## config.mk

```make
export PLATFORM = sky130hd
export DESIGN_NAME = hilbertTransform
export DESIGN_NICKNAME = d
export VERILOG_FILES = /design/src/hdl/mfPkg.sv /design/src/hdl/hilbertTransform.sv
export SDC_FILE = /design/constraint.sdc
export NUM_CORES = 1
export LEC_CHECK = 0
export BUFFER_PORTS_ARGS = -buffer_cell sky130_fd_sc_hd__clkbuf_2
export CAP_MARGIN = 20
export CORE_UTILIZATION = 36
export CTS_CLUSTER_SIZE = 28
export DETAILED_ROUTE_END_ITERATION = 10
export PLACE_DENSITY_LB_ADDON = 0.15
export SYNTH_ARGS = -nofsm -noshare
export SYNTH_HDL_FRONTEND = slang
export SYNTH_SLANG_ARGS = --single-unit
```

## constraint.sdc

```tcl
create_clock -name clock -period 8.75 [get_ports clock]
set_input_delay 1.3125 -clock clock [delete_from_list [all_inputs] [get_ports clock]]
set_output_delay 1.3125 -clock clock [all_outputs]
set_load 0.005 [all_outputs]
```

## src/hdl/mfPkg.sv

```systemverilog
package mfPkg;

	// Width of one signed real input sample.
	localparam int DataWidth = 12;

	// Width of the real or the imaginary part of one coefficient.
	localparam int CoeffWidth = 12;

	// The complex FIR has eight taps, addressed by a three-bit index.
	localparam int NumTaps = 8;
	localparam int TapAddrWidth = 3;

	// The Hilbert filter is seven taps long with its centre at index three.
	localparam int HtLength = 7;
	localparam int HtCenter = 3;

	// Hilbert constants are in Q7, so the centre sample is scaled by 128.
	localparam int HtShift = 7;
	localparam int HtCoeff1 = 81;
	localparam int HtCoeff3 = 27;

	// Nine guard bits cover the Q7 scaling and the growth of the tap sum.
	localparam int HtOutWidth = DataWidth + 9;

	// Full width of one analytic part times one coefficient part.
	localparam int ProdWidth = HtOutWidth + CoeffWidth;

	// One bit for the cross term and log2 of the tap count for the sum.
	localparam int AccWidth = ProdWidth + 1 + $clog2(NumTaps);

	// A whole coefficient bank flattened into one vector.
	// Tap k sits in slice k.
	localparam int CoeffVecWidth = NumTaps * CoeffWidth;

	// Opcodes of the configuration port.
	typedef enum logic [1:0] {
		OpNop     = 2'd0,
		OpWriteRe = 2'd1,
		OpWriteIm = 2'd2,
		OpClear   = 2'd3
	} cfgOp_t;

endpackage

```

## src/hdl/hilbertTransform.sv

```systemverilog
`timescale 1ns/1ps

module hilbertTransform (
	input  logic                                   clock,
	input  logic                                   arstN,
	input  logic                                   sampleValid,
	input  logic signed [mfPkg::DataWidth-1:0]     sampleIn,
	output logic                                   htValid,
	output logic signed [mfPkg::HtOutWidth-1:0]    htRe,
	output logic signed [mfPkg::HtOutWidth-1:0]    htIm
);

	import mfPkg::*;

	// Stored history holds the six samples before the current one.
	logic signed [DataWidth-1:0] delayLine [HtLength-1];

	// The full seven-sample window.
	// Index 0 holds the newest sample.
	logic signed [DataWidth-1:0] tapWindow [HtLength];

	// Differences of the samples that share a tap magnitude.
	logic signed [DataWidth:0] diffOne;
	logic signed [DataWidth:0] diffThree;

	// Next values of the two output parts.
	logic signed [HtOutWidth-1:0] reNext;
	logic signed [HtOutWidth-1:0] imNext;

	// The incoming sample joins the window in the same cycle it is strobed.
	// This keeps the output one cycle behind the input strobe.
	always_comb begin
		tapWindow[0] = sampleIn;
		for (int k = 1; k < HtLength; k++) begin
			tapWindow[k] = delayLine[k-1];
		end
	end

	// The filter is anti-symmetric about the centre, so older samples take
	// the positive constant and newer ones the negative.
	// Folding each pair into one difference halves the multiplier count.
	// The even taps are zero and are not built at all.
	always_comb begin
		diffOne = tapWindow[HtCenter+1] - tapWindow[HtCenter-1];
		diffThree = tapWindow[HtCenter+3] - tapWindow[HtCenter-3];
		imNext = diffOne * HtOutWidth'(HtCoeff1) + diffThree * HtOutWidth'(HtCoeff3);
	end

	// The real part is the centre sample brought into the same Q7 scale.
	assign reNext = HtOutWidth'(tapWindow[HtCenter]) <<< HtShift;

	// Valid follows the strobe every cycle.
	// The delay line and the outputs only move on a strobe, so gaps in the
	// input stream simply pause the filter.
	always_ff @(posedge clock or negedge arstN) begin
		if (!arstN) begin
			htValid <= 1'b0;
			htRe <= '0;
			htIm <= '0;
			for (int k = 0; k < HtLength - 1; k++) begin
				delayLine[k] <= '0;
			end
		end else begin
			htValid <= sampleValid;
			if (sampleValid) begin
				// Shift by one, so slot 0 takes the new sample.
				for (int k = 0; k < HtLength - 1; k++) begin
					delayLine[k] <= tapWindow[k];
				end
				htRe <= reNext;
				htIm <= imNext;
			end
		end
	end

	// Each analytic sample must appear exactly one cycle after its input.
	assert property (@(posedge clock) disable iff (!arstN) htValid == $past(sampleValid))
		else $error("htValid does not follow sampleValid by one cycle");

endmodule

```

=== After elaboration in Yosys (flattened, before gate mapping) ===
Index checks and enable logic that the tools add are counted.

* Bits in registers: 106
* Latch bits: 0
* Bits in writable memories: 0
* ROM bits: 0
* Input bits: 15
* Word-level logic and storage cells: 14
* Memories kept: 0

* Add/subtract/negate cells: 3
* Multipliers: 2
* Div/mod/pow operators: 0
* Order comparisons: 0
* Equality and inequality tests: 0
* Shift-type cells: 0
* Mux-type cells: 0
* Bitwise logic cells: 0
* Reductions and logical operators: 0

{| class="wikitable"
|+ Operator list
! kind !! number
|-
| subtractor 12 x 12 -> 13 bit || 2
|-
| adder 21 x 19 -> 21 bit || 1
|-
| multiplier 13 x 8 -> 21 bit, second input constant || 1
|-
| multiplier 13 x 6 -> 19 bit, second input constant || 1
|}

=== Longest topological paths before layout ===
* Word-level depth: 3
* Depth in mapped cells: 29
* Gate-level depth less buffers: 29

=== Least setup slack after synthesis ===
No wires, ideal clock.

* Kind: input port to flip-flop
* Start point: input sampleIn[0] (netlist bit)
* End point: register htIm[17] (netlist bit)
* Arrival: 7.799 ns
* Setup slack: 0.826 ns
* Stages: 28
* Cell sequence: ha_1 inv_1 fa_1 a211o_1 a21oi_1 o21ai_0 a21oi_1 o21a_1 nand2b_1 a31o_2 ha_1 fa_1 fa_1 inv_1 fa_1 inv_1 fa_1 inv_1 fa_1 inv_1 ha_1 a21oi_1 and2b_2 o21a_1 a311o_1 a21oi_2 xnor2_1 mux2_4

* Word-level cells in the longest chain between the ends: 3

{| class="wikitable"
|+ RTL lines
! item !! RTL line !! RTL
|-
| start: declaration || hilbertTransform.sv:7 || <nowiki>input logic signed [mfPkg::DataWidth-1:0] sampleIn,</nowiki>
|-
| subtractor 12 x 12 -> 13 bit || hilbertTransform.sv:45 || <nowiki>diffThree = tapWindow[HtCenter+3] - tapWindow[HtCenter-3];</nowiki>
|-
| multiplier 13 x 6 -> 19 bit || hilbertTransform.sv:46 || <nowiki>imNext = diffOne * HtOutWidth'(HtCoeff1) + diffThree * HtOutWidth'(HtCoeff3);</nowiki>
|-
| adder 21 x 19 -> 21 bit || hilbertTransform.sv:46 ||
|-
| end signal: assignment || hilbertTransform.sv:71 || <nowiki>htIm <= imNext;</nowiki>
|-
| end: declaration || hilbertTransform.sv:10 || <nowiki>output logic signed [mfPkg::HtOutWidth-1:0] htIm</nowiki>
|}

No other way between the ends.
A chain may end at the register's enable or synchronous reset.

=== Worst setup path after layout ===
* Start point: input sampleIn[0] (netlist bit)
* End point: register htIm[19] (netlist bit)

Same word-level chain as after synthesis.

==> flow_metrics.py <==
metrics = {
    "status": {
        "status": "complete, no violations",
    },
    "clock_network": {
        "cts_buffers": 9,
        "cts_setup_buffers": 0,
        "cts_tree": "built",
        "cts_sinks": 94,
        "cts_hold_buf": 0,
        "insertion_delay_ns": 0.36,
        "root_buffer": "clkbuf_16",
        "cts_buffer_depth": 2,
        "ctsResizeCount": 0,
        "htree_levels": 3,
        "clkTransAtPathRegs_ns": 0.09,
    },
    "critical_path": {
        "cp_data_required_time_ns": 8.99,
        "critPathMaxFanout": 6,
        "crit_start": "sampleIn[0]",
        "worstSetupPathType": "in2reg",
        "cp.arrival_ns": 8.27,
        "worstRegToRegCells": 28,
        "reg2reg_setup_slack_ns": 1.34,
        "reg2reg_to": "htIm[19]",
        "worstSetupEndpoint": "htIm[19]",
        "reg2reg_from": "delayLine[0]",
        "start_kind": "input pin",
        "setup.worst_path.end_class": "flip-flop",
    },
    "route": {
        "drt_iter0_markers": 144,
        "routed_wirelength_microns": 15300,
        "drc": 0,
        "drtPass1Iterations": 4,
        "drtAntennaViolNets": 0,
        "wl_per_cell_microns": 14.2,
        "num_vias": 5050,
        "via_per_inst": 4.67,
    },
    "floorplan": {
        "initial_core_util": 0.365,
        "fp.dieH_microns": 151,
        "core.rowCount": 54,
        "boundaryPins": 58,
        "die_area_sq_um": 22700,
        "coreArea_sq_um": 21800,
        "fp.dieW_microns": 151,
    },
    "sta": {
        "setup_viol": 0,
        "finalCritPeriodShare": 0.917,
        "min_period_ns": 8.03,
        "fmax_ghz": 0.125,
        "rsz0062_at_grt": "no",
        "relSlewSlack": 0.324,
        "maxSlewViolCount": 0,
        "setup-tns-final_ns": 0,
        "hold_violations": 0,
        "clock_skew_ns": 0.0176,
        "tightest_slew_ns": 1.01,
    },
    "placement": {
        "detailed_place_hpwl_microns": 12500,
        "placed_cell_area_sq_um": 8390,
        "gp_congestion": 0.856,
        "io_buffers": 50,
    },
    "global_routing": {
        "grt_max_degree": 88,
        "grt_antenna_before_repair": 0,
        "grt_pass1_vias": 5240,
        "grt_first_pass_wirelength_microns": 25700,
        "grt_remaining_overflow": 0,
        "grtUsageTotal": 0.145,
    },
    "synth": {
        "synth-edff-count": 0,
        "ys_seq_area_frac": 0.296,
        "ys_async_sr_fraction": 1.00,
        "synth_cell_types": 50,
        "syn_avg_cell_area_sq_um": 10.5,
        "synthFlopType": "dfrtp_1",
        "syn_inst": 760,
        "ys_seq_elements": 94,
        "ys.warnings.count": 0,
        "syn_area_sq_um": 7950,
    },
    "finish": {
        "num-fill-cells": 2183,
        "n_antenna_cell": 0,
        "post_route_cells_drive_above_1_share": 0.199,
        "fin_area_sq_um": 8680,
        "fin_nets": 970,
        "area_growth_pct": 9.19,
    },
    "job": {
        "max_cap_viol_count": 0,
    },
    "hold_path": {
        "hold_path_class": "reg2reg",
    },
}
==> critical path, stage by stage <==
cell,delay [ns]
clkbuf_2,0.10
ha_1,0.14
inv_1,0.06
fa_1,0.42
a211o_1,0.33
a21oi_1,0.17
o21ai_0,0.12
a21oi_1,0.24
o21a_1,0.17
xor2_1,0.26
xnor2_1,0.20
fa_1,0.48
fa_1,0.54
inv_1,0.05
fa_1,0.52
inv_1,0.05
fa_1,0.53
inv_1,0.05
fa_1,0.52
inv_1,0.04
ha_1,0.38
a21oi_1,0.29
nand2_1,0.15
and3_1,0.21
a2111oi_0,0.47
o31ai_1,0.15
xnor2_1,0.21
a21oi_1,0.09
==> layout by cell type, fill, tap and decap left out, types with 4 or more instances in the layout <==
cell type | Yosys | routed
inv_1 | 174 | 174
mux2_2 | 75 | 75
a21oi_1 | 29 | 29
xor2_1 | 14 | 14
fa_1 | 65 | 65
nor3_1 | 4 | 4
nand3_1 | 4 | 4
dfrtp_1 | 94 | 94
ha_1 | 94 | 94
clkbuf_16 | 0 | 9
xnor2_1 | 27 | 27
o21ai_0 | 28 | 28
and3_1 | 5 | 5
a31o_2 | 5 | 5
nand2_1 | 34 | 34
conb_1 | 1 | 7
nor2_1 | 17 | 17
a21o_1 | 10 | 10
buf_4 | 21 | 4
clkbuf_2 | 0 | 48
nor2b_1 | 4 | 4
==> worst min path at each step <==
stage                        from            end  slack, ns  depth (start not counted)
floorplan           delayLine[69]  delayLine[57]       0.45                          2
global placement    delayLine[71]  delayLine[59]       0.46                          2
detailed placement  delayLine[66]  delayLine[54]       0.47                          2
CTS                 delayLine[68]  delayLine[56]       0.48                          2
global route        delayLine[68]  delayLine[56]       0.50                          2
finish              delayLine[68]  delayLine[56]       0.47                          2
==> cell type report <==
type / instances / area [sq um] / area share
clock buffers: 9 / 225 / 0.0259
clock inverters: 7 / 66.3 / 0.00764
flip-flops and latches: 94 / 2350 / 0.271
inverters: 174 / 653 / 0.0752
multi-input cells: 465 / 4760 / 0.549
well taps: 280 / 350 / 0.0404
repair buffers: 52 / 270 / 0.0311
==> flip-flops by register name, indices dropped and copies added (netlist names) <==
name / count
htIm: 21
delayLine: 72
htValid: 1
==> cell families (layout without fill, tap and decap cells) <==
group / count (synthesis) / in the layout / synth area share
flip-flops: 94 / 94 / 0.296
other: 1 / 7 / 0.000472
AO/OA/AOI/OAI: 104 / 104 / 0.0859
AND/OR/NAND/NOR: 78 / 78 / 0.0452
buffers and inverters: 207 / 242 / 0.108
adder cells (fa/ha/maj): 159 / 159 / 0.312
XOR/XNOR: 41 / 41 / 0.0452
multiplexers: 76 / 76 / 0.108
==> cell usage after synthesis, types with 3 or more instances <==
library cell  number  area share
a211oi_1           3      0.0028
a21o_1            10      0.0094
a21oi_1           29       0.018
a31o_2             5      0.0055
a31oi_1            3      0.0024
and3_1             5      0.0039
buf_4             21       0.020
clkbuf_1          11      0.0052
dfrtp_1           94        0.30
fa_1              65        0.16
ha_1              94        0.15
inv_1            174       0.082
mux2_2            75        0.11
nand2_1           34       0.016
nand3_1            4      0.0025
nor2_1            17      0.0080
nor2b_1            4      0.0031
nor3_1             4      0.0025
o21a_1             3      0.0028
o21ai_0           28       0.018
o21bai_1           3      0.0028
xnor2_1           27       0.030
xor2_1            14       0.015
==> per-stage QoR <==
step           hold slack, ns  setup slack [ns]  utilization  std cells
6_report                0.475             0.722        0.399       1081
5_1_grt                 0.500             0.300        0.399       1081
4_1_cts                 0.480             0.697        0.399       1081
3_5_place_dp            0.469             0.287        0.386       1065
3_3_place_gp            0.461             0.385        0.386       1065
2_1_floorplan           0.446             0.826            -        766
==> layer usage <==
metal	global-route usage	vias to the layer above	share of wire
li1	-	2497	-
met1	0.202	2474	0.50
met2	0.232	64	0.46
met3	0.0236	15	0.024
met4	0.0405	0	0.016
met5	0	-	0
Power is left out: the tool's default activity adds up to more than one toggle a clock period on the data nets, which glitch-free logic cannot reach.
