--- src/hdl/mfPkg.sv ---
package mfPkg;

	// Width of one signed real input sample.
	localparam int DataWidth = 12;

	// Width of the real or the imaginary part of one coefficient.
	localparam int CoeffWidth = 12;

	// The complex FIR has eight taps, addressed by a three-bit index.
	localparam int NumTaps = 8;
	localparam int TapAddrWidth = 3;

	// The Hilbert filter is seven taps long with its centre at index three.
	localparam int HtLength = 7;
	localparam int HtCenter = 3;

	// Hilbert constants are in Q7, so the centre sample is scaled by 128.
	localparam int HtShift = 7;
	localparam int HtCoeff1 = 81;
	localparam int HtCoeff3 = 27;

	// Nine guard bits cover the Q7 scaling and the growth of the tap sum.
	localparam int HtOutWidth = DataWidth + 9;

	// Full width of one analytic part times one coefficient part.
	localparam int ProdWidth = HtOutWidth + CoeffWidth;

	// One bit for the cross term and log2 of the tap count for the sum.
	localparam int AccWidth = ProdWidth + 1 + $clog2(NumTaps);

	// A whole coefficient bank flattened into one vector.
	// Tap k sits in slice k.
	localparam int CoeffVecWidth = NumTaps * CoeffWidth;

	// Opcodes of the configuration port.
	typedef enum logic [1:0] {
		OpNop     = 2'd0,
		OpWriteRe = 2'd1,
		OpWriteIm = 2'd2,
		OpClear   = 2'd3
	} cfgOp_t;

endpackage

--- src/hdl/mfCoeffRegs.sv ---
`timescale 1ns/1ps

module mfCoeffRegs (
	input  logic                                   clock,
	input  logic                                   arstN,
	input  logic                                   cfgWrite,
	input  mfPkg::cfgOp_t                          cfgOp,
	input  logic [mfPkg::TapAddrWidth-1:0]         cfgAddr,
	input  logic signed [mfPkg::CoeffWidth-1:0]    cfgData,
	output logic [mfPkg::CoeffVecWidth-1:0]        coeffRe,
	output logic [mfPkg::CoeffVecWidth-1:0]        coeffIm
);

	import mfPkg::*;

	// The two banks hold the complex impulse response, one entry per tap.
	logic signed [CoeffWidth-1:0] bankRe [NumTaps];
	logic signed [CoeffWidth-1:0] bankIm [NumTaps];

	// Decode a write strobe into a single slice update or a full clear.
	// The opcode, address and data are only looked at while cfgWrite is high.
	always_ff @(posedge clock or negedge arstN) begin
		if (!arstN) begin
			for (int k = 0; k < NumTaps; k++) begin
				bankRe[k] <= '0;
				bankIm[k] <= '0;
			end
		end else if (cfgWrite) begin
			case (cfgOp)
				OpWriteRe: begin
					bankRe[cfgAddr] <= cfgData;
				end
				OpWriteIm: begin
					bankIm[cfgAddr] <= cfgData;
				end
				OpClear: begin
					for (int k = 0; k < NumTaps; k++) begin
						bankRe[k] <= '0;
						bankIm[k] <= '0;
					end
				end
				default: begin
					// Nothing to do for a no-op.
				end
			endcase
		end
	end

	// The banks are copied into the flattened outputs one cycle later.
	// A write strobed on cycle t then reaches the FIR on cycle t+2.
	// The FIR product stage of a sample strobed on cycle t runs on cycle t+1,
	// so that sample still multiplies the old value.
	always_ff @(posedge clock or negedge arstN) begin
		if (!arstN) begin
			coeffRe <= '0;
			coeffIm <= '0;
		end else begin
			for (int k = 0; k < NumTaps; k++) begin
				coeffRe[k*CoeffWidth +: CoeffWidth] <= bankRe[k];
				coeffIm[k*CoeffWidth +: CoeffWidth] <= bankIm[k];
			end
		end
	end

	// The write strobe must always be a clean level once out of reset.
	assert property (@(posedge clock) disable iff (!arstN) !$isunknown(cfgWrite))
		else $error("cfgWrite is unknown");

	// A host that strobes a write is expected to say what it wants done.
	assert property (@(posedge clock) disable iff (!arstN) cfgWrite |-> cfgOp != OpNop)
		else $error("write strobe carries OpNop");

endmodule

--- config.mk ---
export PLATFORM = sky130hd
export DESIGN_NAME = mfCoeffRegs
export DESIGN_NICKNAME = d
export VERILOG_FILES = /design/src/hdl/mfPkg.sv /design/src/hdl/mfCoeffRegs.sv
export SDC_FILE = /design/constraint.sdc
export NUM_CORES = 1
export LEC_CHECK = 0
export ABC_AREA = 1
export BUFFER_PORTS_ARGS = -buffer_cell sky130_fd_sc_hd__buf_2
export CAP_MARGIN = 5
export CORE_MARGIN = 1
export CORE_UTILIZATION = 40
export CTS_CLUSTER_DIAMETER = 120
export DETAILED_ROUTE_END_ITERATION = 6
export PLACE_DENSITY = 0.67
export SYNTH_ARGS = -nofsm -noshare
export SYNTH_HDL_FRONTEND = slang
export SYNTH_SLANG_ARGS = --single-unit
--- constraint.sdc ---
create_clock -name clock -period 1.4 [get_ports clock]
set_clock_uncertainty 0.15 [all_clocks]
set_input_delay 0.07 -clock clock [delete_from_list [all_inputs] [get_ports clock]]
set_output_delay 0.07 -clock clock [all_outputs]
set_load 0.03 [all_outputs]
# Word-level counts from Yosys, hierarchy flattened
# Index checks and enable logic that the tools add are counted.
totals:
  ramBits: 0
  mem_bits_ro: 0
  out_inout_bits: 192
  reg_bits: 384
  in_bits: 20
  latchBits: 0
  memories: 0
classes:
  magnitude_cmp: 2
  multipliers: 0
  eq_ne: 3
  muxes: 6
  reduce_logical: 5
  add_sub_neg: 0
  n_shift: 0
  div_mod_pow: 0
  n_bitwise: 1
op_table:
  columns: ["cell", "count"]
  rows:
  - ["one-hot mux 96 bit (2 select lines)", 2]
  - ["bitwise mux 96 bit", 2]
  - ["demux 12 bit (select 3 bit)", 1]
  - ["two-way mux 12 bit", 1]
  - ["== test 2 bit (second input constant)", 2]
  - [">= comparator 4 bit (second input constant)", 1]
  - ["less-than comparator 4 x 1 -> 1 bit (second input constant)", 1]
  - ["inverter 3 -> 4 bit", 1]
  - ["AND reduction 2 bit", 2]
  - ["nonzero test 2 bit", 2]
  - ["== test 2 x 1 -> 1 bit (second input constant)", 1]
  - ["logical AND 1 bit", 1]

# Depth between registers and ports, before layout
# Gate-level depths: netlist (run 1).
logic_depth:
  word_depth: 7
  ltp_mapped: 7

# Least setup slack after synthesis (run 1)
# OpenSTA, ideal clock, no wires.
synth_timing:
  path_type: "input -> register"
  startpoint: "input port cfgWrite"
  endpoint: "register bankIm[37] in the netlist's numbering"
  stages: 7
  arrival_time_ns: 0.704
  path_slack_ns: 0.429
  setup_ns: 0.116
  path_buffers: 2
  cell_sequence: "nand2_1 -> inv_1 -> buf_2 -> nand2_1 -> buf_4 -> nand2_1 -> nand2_1"
synth_between:
  elab_chain_len: 1
synth_rtl:
  columns: ["item", "line_no", "rtl"]
  rows:
  - ["from (decl)", "mfCoeffRegs.sv:6", "input logic cfgWrite,"]
  - ["AND reduction 2 bit (no source line)", null, null]
  - ["to (signal, indexed assignment)", "mfCoeffRegs.sv:34", "bankIm[cfgAddr] <= cfgData;"]
  - ["to (decl)", "mfCoeffRegs.sv:18", "logic signed [CoeffWidth-1:0] bankIm [NumTaps];"]
# Every way passes these cells.
# A chain may end at the register's enable or synchronous reset.

# Final worst setup path (run 1)
layout_timing:
  startpoint: "register coeffRe[35] in the netlist's numbering"
  endpoint: "output port coeffRe[35] in the netlist's numbering"
layout_lines:
  columns: ["item", "line_no", "rtl"]
  rows:
  - ["from (decl)", "mfCoeffRegs.sv:10", "output logic [mfPkg::CoeffVecWidth-1:0] coeffRe,"]
  - ["from (signal, indexed assignment)", "mfCoeffRegs.sv:59", "coeffRe[k*CoeffWidth +: CoeffWidth] <= bankRe[k];"]
# No word-level cell between the ends.

==> run_results.csv, run 1 <==
group,metric,value,unit
grt,grt_max_degree,87,
grt,grt_antenna_before_repair,1,
pwr,peakVddDrop,1040,uV
worst_setup_path,crit_path_max_fanout,1,
clock_tree,ctsHtreeMaxLevel,2,
pwr,p_switching,7.22,mW
route,route.detailed.drc,14,
clock_tree,cts_hold_buf,14,
timing,period_share,95.7,%
route,wl,32.5,mm
grt,grt.total_usage,20.8,%
finish,multiInputGateArea,2710,um2
timing,max_freq,747,MHz
finish,nFillCells,2615,
finish,regArea,9610,um2
pwr,pwr-share-clk,40.8,%
floorplan,dieArea,32200,um2
synthesis,syn-instance-count,1157,
finish,drive_gt1_share,24.0,%
floorplan,dieHeight,180,um
worst_setup_path,critical_path_required,1.18,ns
clock_tree,cts_buffers,40,
pwr,cellLeakagePower,9.39,nW
synthesis,synth_cell_types,8,
clock_tree,cts_tree,"yes",
outcome,outcome,"finished with violations",
timing,holdWs,-0.144,ns
clock_tree,insertion_delay,0.52,ns
placed_design,dpl.hpwl,20.9,mm
pwr,switching_share,26.4,%
timing,setup_viol,0,
clock_tree,root_buffer,"clkbuf_16",
worst_setup_path,cpLargestDelayFamily,"flip-flops",
timing,tightest_slew,0.449,ns
route,vias,8758,
outcome,violations,"design-rule violations, negative hold slack",
floorplan,core_area,30800,um2
pwr,powerDensity,1670,nW/um2
worst_setup_path,critPathArrivalTime,1.12,ns
synthesis,syn_nets,1177,
timing,slew_violations,0,
pwr,seqPwrFrac,46.9,%
placed_design,gp_congestion,0.820,
worst_setup_path,crit_buf_inv,1,
timing,rsz0062_at_grt,"no",
clock_tree,cts.sinks,384,
timing,fin_crit,1.34,ns
route,drtPass1Iterations,7,
clock_tree,clock_path_buffers,3,
timing,worst_slack,0.0606,ns
route,viasPerCell,4.68,
synthesis,ys_ff_latch,384,
synthesis,avgSynthCellArea,10.9,um2
floorplan,io_pins,212,
floorplan,dieWidth,180,um
worst_setup_path,cp_slowest_cell,"dfrtp_1",
worst_setup_path,endpoint_kind,"output pin",
worst_setup_path,cp_slowest_stage_delay,0.39,ns
finish,most-common-layout-cells,"nand2_1 (616), dfrtp_1 (384), buf_2 (210)",
placed_design,port_buffers,211,
synthesis,synth_warnings,0,
clock_tree,clk_pin_slew_worst_paths,0.06,ns
clock_tree,cts_setup_buffers,0,
synthesis,ys_seq_area_share,76.2,%
pwr,combPwrFrac,12.3,%
grt,grt_pass1_vias,8998,
floorplan,initial_utilization,40.9,%
placed_design,pre_cts_slack,0.0703,ns
finish,syn2layout_area_growth,29.9,%
worst_setup_path,crit_path_start_kind,"flip-flop",
route,drt_iter0_drc,737,
timing,maxSlewHeadroom,70.0,%
worst_hold_path,holdCritPathClass,"in -> async",
worst_setup_path,path_cells,"buf_2",
finish,fin_nets,1467,
grt,grt_first_pass_wirelength,51.4,mm
pwr,power.internal,20.1,mW
placed_design,placed_area,14800,um2
worst_setup_path,crit_type,"reg -> out",
synthesis,syn_area,12600,um2
run,max_cap_violations,0,
grt,grt_overflow,0,
route,drtAntennaViolNets,0,
timing,fin_tns_setup,0,ns
floorplan,rows,64,
route,routedWlPerCell,17.4,um
finish,final_cell_area,16400,um2
timing,hold_violations,19,
finish,final_common_cell,"nand2_1",
-- worst paths after layout --
path | start | endpoint | slack [ns] | depth (start not counted)
min | arstN | bankRe[72] | -0.14 | 2
min in group clock | cfgData[1] | bankRe[73] | 0.01 | 6
min reg2reg | bankIm[64] | coeffIm[28] | 0.22 | 0
max | coeffRe[35] | coeffRe[35] | 0.06 | 1
max in group asynchronous | arstN | bankRe[54] | 0.52 | 3
max reg2reg | bankIm[24] | bankIm[24] | 0.58 | 2
-- flip-flops by register name (all words and copies together), names as in the netlist --
register,count
bankIm,96
bankRe,96
coeffIm,96
coeffRe,96
-- layer usage --
| metal | vias to the layer above | GRT usage (%) | wire length, um |
|---|---|---|---|
| li1 | 4093 | - | - |
| met1 | 4279 | 26.5 | 13300 |
| met2 | 311 | 34.4 | 15800 |
| met3 | 75 | 5.37 | 2180 |
| met4 | 0 | 7.93 | 1180 |
| met5 | - | 0 | 0 |
-- cell type report --
class	count	area share, %
Inverter	5	0.145
Antenna cell	1	0.0153
Sequential cell	384	58.7
Clock buffer	52	7.06
Tap cell	396	3.02
Clock inverter	18	1.60
Timing Repair Buffer	296	12.9
Multi-Input combinational cell	720	16.6
-- metrics by stage --
step | power (mW) | cells | utilization [%]
2_1_floorplan | 14.8 | 1157 | -
3_3_place_gp | 16.3 | 1786 | 48.0
3_5_place_dp | 16.4 | 1786 | 48.0
4_1_cts | 27.6 | 1870 | 53.0
5_1_grt | 28.5 | 1872 | 53.1
6_report | 27.4 | 1872 | 53.1
-- cell usage after synthesis (all sizes together) --
master	count	area share (%)
nor2	97	2.9
nand3	6	0.24
dfrtp	384	76
inv	5	0.15
nand2	617	18
buf	48	2.2
-- timing repair --
item,4_1_cts,5_1_grt
endpoints found under the setup margin,0,43
endpoints found under the hold margin,484,19
gates resized for setup,0,3
-- kinds of logic after synthesis --
family | after synthesis | share of synthesized area (%)
buffers and inverters | 53 | 2.33
and+or+nand+nor | 720 | 21.5
DFF | 384 | 76.2
-- power groups by stage --
stage | clock network (mW) | registers, mW | logic [mW]
after detailed placement | 0 | 13.0 | 3.34
after global routing | 11.9 | 13.0 | 3.63
after CTS | 11.4 | 12.9 | 3.39
final | 11.2 | 12.8 | 3.36
after floorplan | 0 | 14.1 | 0.712
after global placement | 0 | 13.0 | 3.29
No activity file was read; power rests on OpenSTA's default activity.
==> run 2, diff against run 1 <==
Clock period 1.4 ns to 1.7 ns, I/O delays scaled along.
==> run_results.csv, run 2 (synthesis results as in run 1) <==
group,metric,value,unit
outcome,outcome,"finished with violations",
outcome,violations,"design-rule violations",
floorplan,io_pins,212,
route,viasPerCell,4.64,
timing,hold_violations,0,
grt,grt_overflow,0,
clock_tree,root_buffer,"clkbuf_16",
clock_tree,cts_buffers,39,
grt,grt_antenna_before_repair,1,
grt,grt.total_usage,20.4,%
pwr,peakVddDrop,863,uV
placed_design,gp_congestion,0.812,
worst_hold_path,whs_path_depth,5,
finish,drive_gt1_share,22.8,%
finish,post-route-util,51.7,%
finish,final_common_cell,"nand2_1",
timing,setup_viol,0,
finish,most-common-layout-cells,"nand2_1 (614), dfrtp_1 (384), buf_2 (210)",
worst_setup_path,crit_type,"in -> reg",
floorplan,dieArea,32200,um2
timing,slew_violations,0,
worst_hold_path,holdCritPathClass,"in -> reg",
timing,rsz0062_at_grt,"no",
floorplan,dieWidth,180,um
worst_setup_path,endpoint_kind,"flip-flop",
route,wl,31.7,mm
worst_setup_path,crit_path_max_fanout,17,
route,drtAntennaViolNets,0,
timing,max_freq,615,MHz
route,routedWlPerCell,17.1,um
clock_tree,cts_tree,"yes",
worst_hold_path,hold_start,"cfgData[7]",
clock_tree,clock_path_buffers,3,
clock_tree,insertion_delay,0.52,ns
worst_setup_path,cp_slowest_cell,"dlygate4sd3_1",
clock_tree,ctsHtreeMaxLevel,2,
timing,tightest_slew,0.541,ns
worst_setup_path,crit_top_cell,"nand2_1",
worst_setup_path,cpLargestDelayFamily,"buffers and inverters",
worst_setup_path,path_cells,"dlygate4sd3_1, buf_2, nand2_1, clkinv_2, nand2_1, dlygate4sd3_1, nand2_1",
timing,worst_slack,0.0727,ns
worst_hold_path,worstHoldEndpoint,"bankRe[31]",
finish,fin_nets,1443,
floorplan,core_area,30800,um2
grt,grt_pass1_vias,8828,
timing,period_share,95.7,%
route,route.detailed.drc,14,
worst_setup_path,critPathArrivalTime,1.89,ns
clock_tree,cts_setup_buffers,0,
timing,fin_tns_setup,0,ns
floorplan,dieHeight,180,um
route,drt_iter0_drc,500,
route,drtPass1Iterations,7,
worst_setup_path,r2r-start,"bankIm[48]",
pwr,cellLeakagePower,9.18,nW
worst_setup_path,r2r_slack,0.87,ns
worst_setup_path,rr_worst_depth,2,
placed_design,pre_cts_slack,0.0188,ns
floorplan,rows,64,
worst_setup_path,critical_path_required,1.96,ns
clock_tree,clk_pin_slew_worst_paths,0.06,ns
worst_setup_path,crit_path_start_kind,"primary input",
grt,grt_first_pass_wirelength,50.5,mm
pwr,power,22.2,mW
grt,grt_max_degree,59,
placed_design,port_buffers,211,
floorplan,initial_utilization,40.9,%
timing,fin_crit,1.63,ns
worst_setup_path,cp_slowest_stage_delay,0.56,ns
run,max_cap_violations,0,
placed_design,dpl.hpwl,21.0,mm
clock_tree,cts.sinks,384,
route,vias,8580,
timing,maxSlewHeadroom,63.8,%
finish,syn2layout_area_growth,26.3,%
worst_setup_path,crit_buf_inv,4,
worst_setup_path,reg2reg_to,"bankIm[48]",
pwr,powerDensity,1400,nW/um2
worst_setup_path,cp.depth,7,
-- run 2: changes by cell type in the layout (fill, tap and decap cells not counted), sizes merged --
cell and change:
buf -21, clkinvlp -3, clkinv +2, dlygate4sd3 -2
bufinv -1, clkbuf +1, dlymetal6s4s +1
-- run 2: repair_timing --
item                       4_1_cts  5_1_grt
setup endpoints to repair        0       36
resized for setup                0        4
hold endpoints to repair       455        0
hold buffers                    13        0
-- run 2: cell type report --
cell class / count / area (um2)
antenna: 1 / 2.50
clock buffer: 54 / 1150
clock inverter: 16 / 225
fill: 2718 / 14900
inverter: 5 / 21.3
multi-input combinational: 720 / 2720
sequential: 384 / 9610
tap: 396 / 495
timing repair buffer: 273 / 1700
-- run 2: worst register-to-register path: cells and delay by family (launching register included) --
kind / cells / cell delay, ns
simple gates: 2 / 0.15
flops: 1 / 0.42
-- run 2: where the power goes --
| group | internal (mW) | leakage, nW | switching, mW |
|---|---|---|---|
| Clock | 5.54 | 0.682 | 3.49 |
| Sequential | 10.1 | 5.18 | 0.486 |
| Combinational | 0.687 | 3.32 | 1.95 |
| Total | 16.3 | 9.18 | 5.92 |
-- run 2: metrics by stage --
step / cell area, um2 / hold slack (ns) / cells
after global placement: 14400 / -0.103 / 1765
final: 15900 / 0.0278 / 1849
after global routing: 15900 / 0.0271 / 1849
after detailed placement: 14400 / -0.0972 / 1765
after floorplan: 12600 / -0.361 / 1157
after CTS: 15900 / 0.00615 / 1848
-- run 2: worst max-delay path by stage --
stage	from	end	slack [ns]
finish	cfgWrite	bankRe[30]	0.07
floorplan	cfgWrite	bankIm[37]	0.71
global route	cfgOp[0]	bankRe[30]	0.04
CTS	cfgWrite	bankRe[80]	0.007
detailed placement	cfgOp[1]	bankRe[80]	0.02
global placement	cfgWrite	bankRe[81]	0.05
-- run 2: routing by layer --
layer | GRT usage, % | vias to the layer above | wire (um)
met2 | 34.3 | 260 | 15600
met5 | 0 | - | 0
met4 | 7.83 | 0 | 975
li1 | - | 4031 | -
met3 | 3.30 | 66 | 1640
met1 | 26.7 | 4223 | 13400
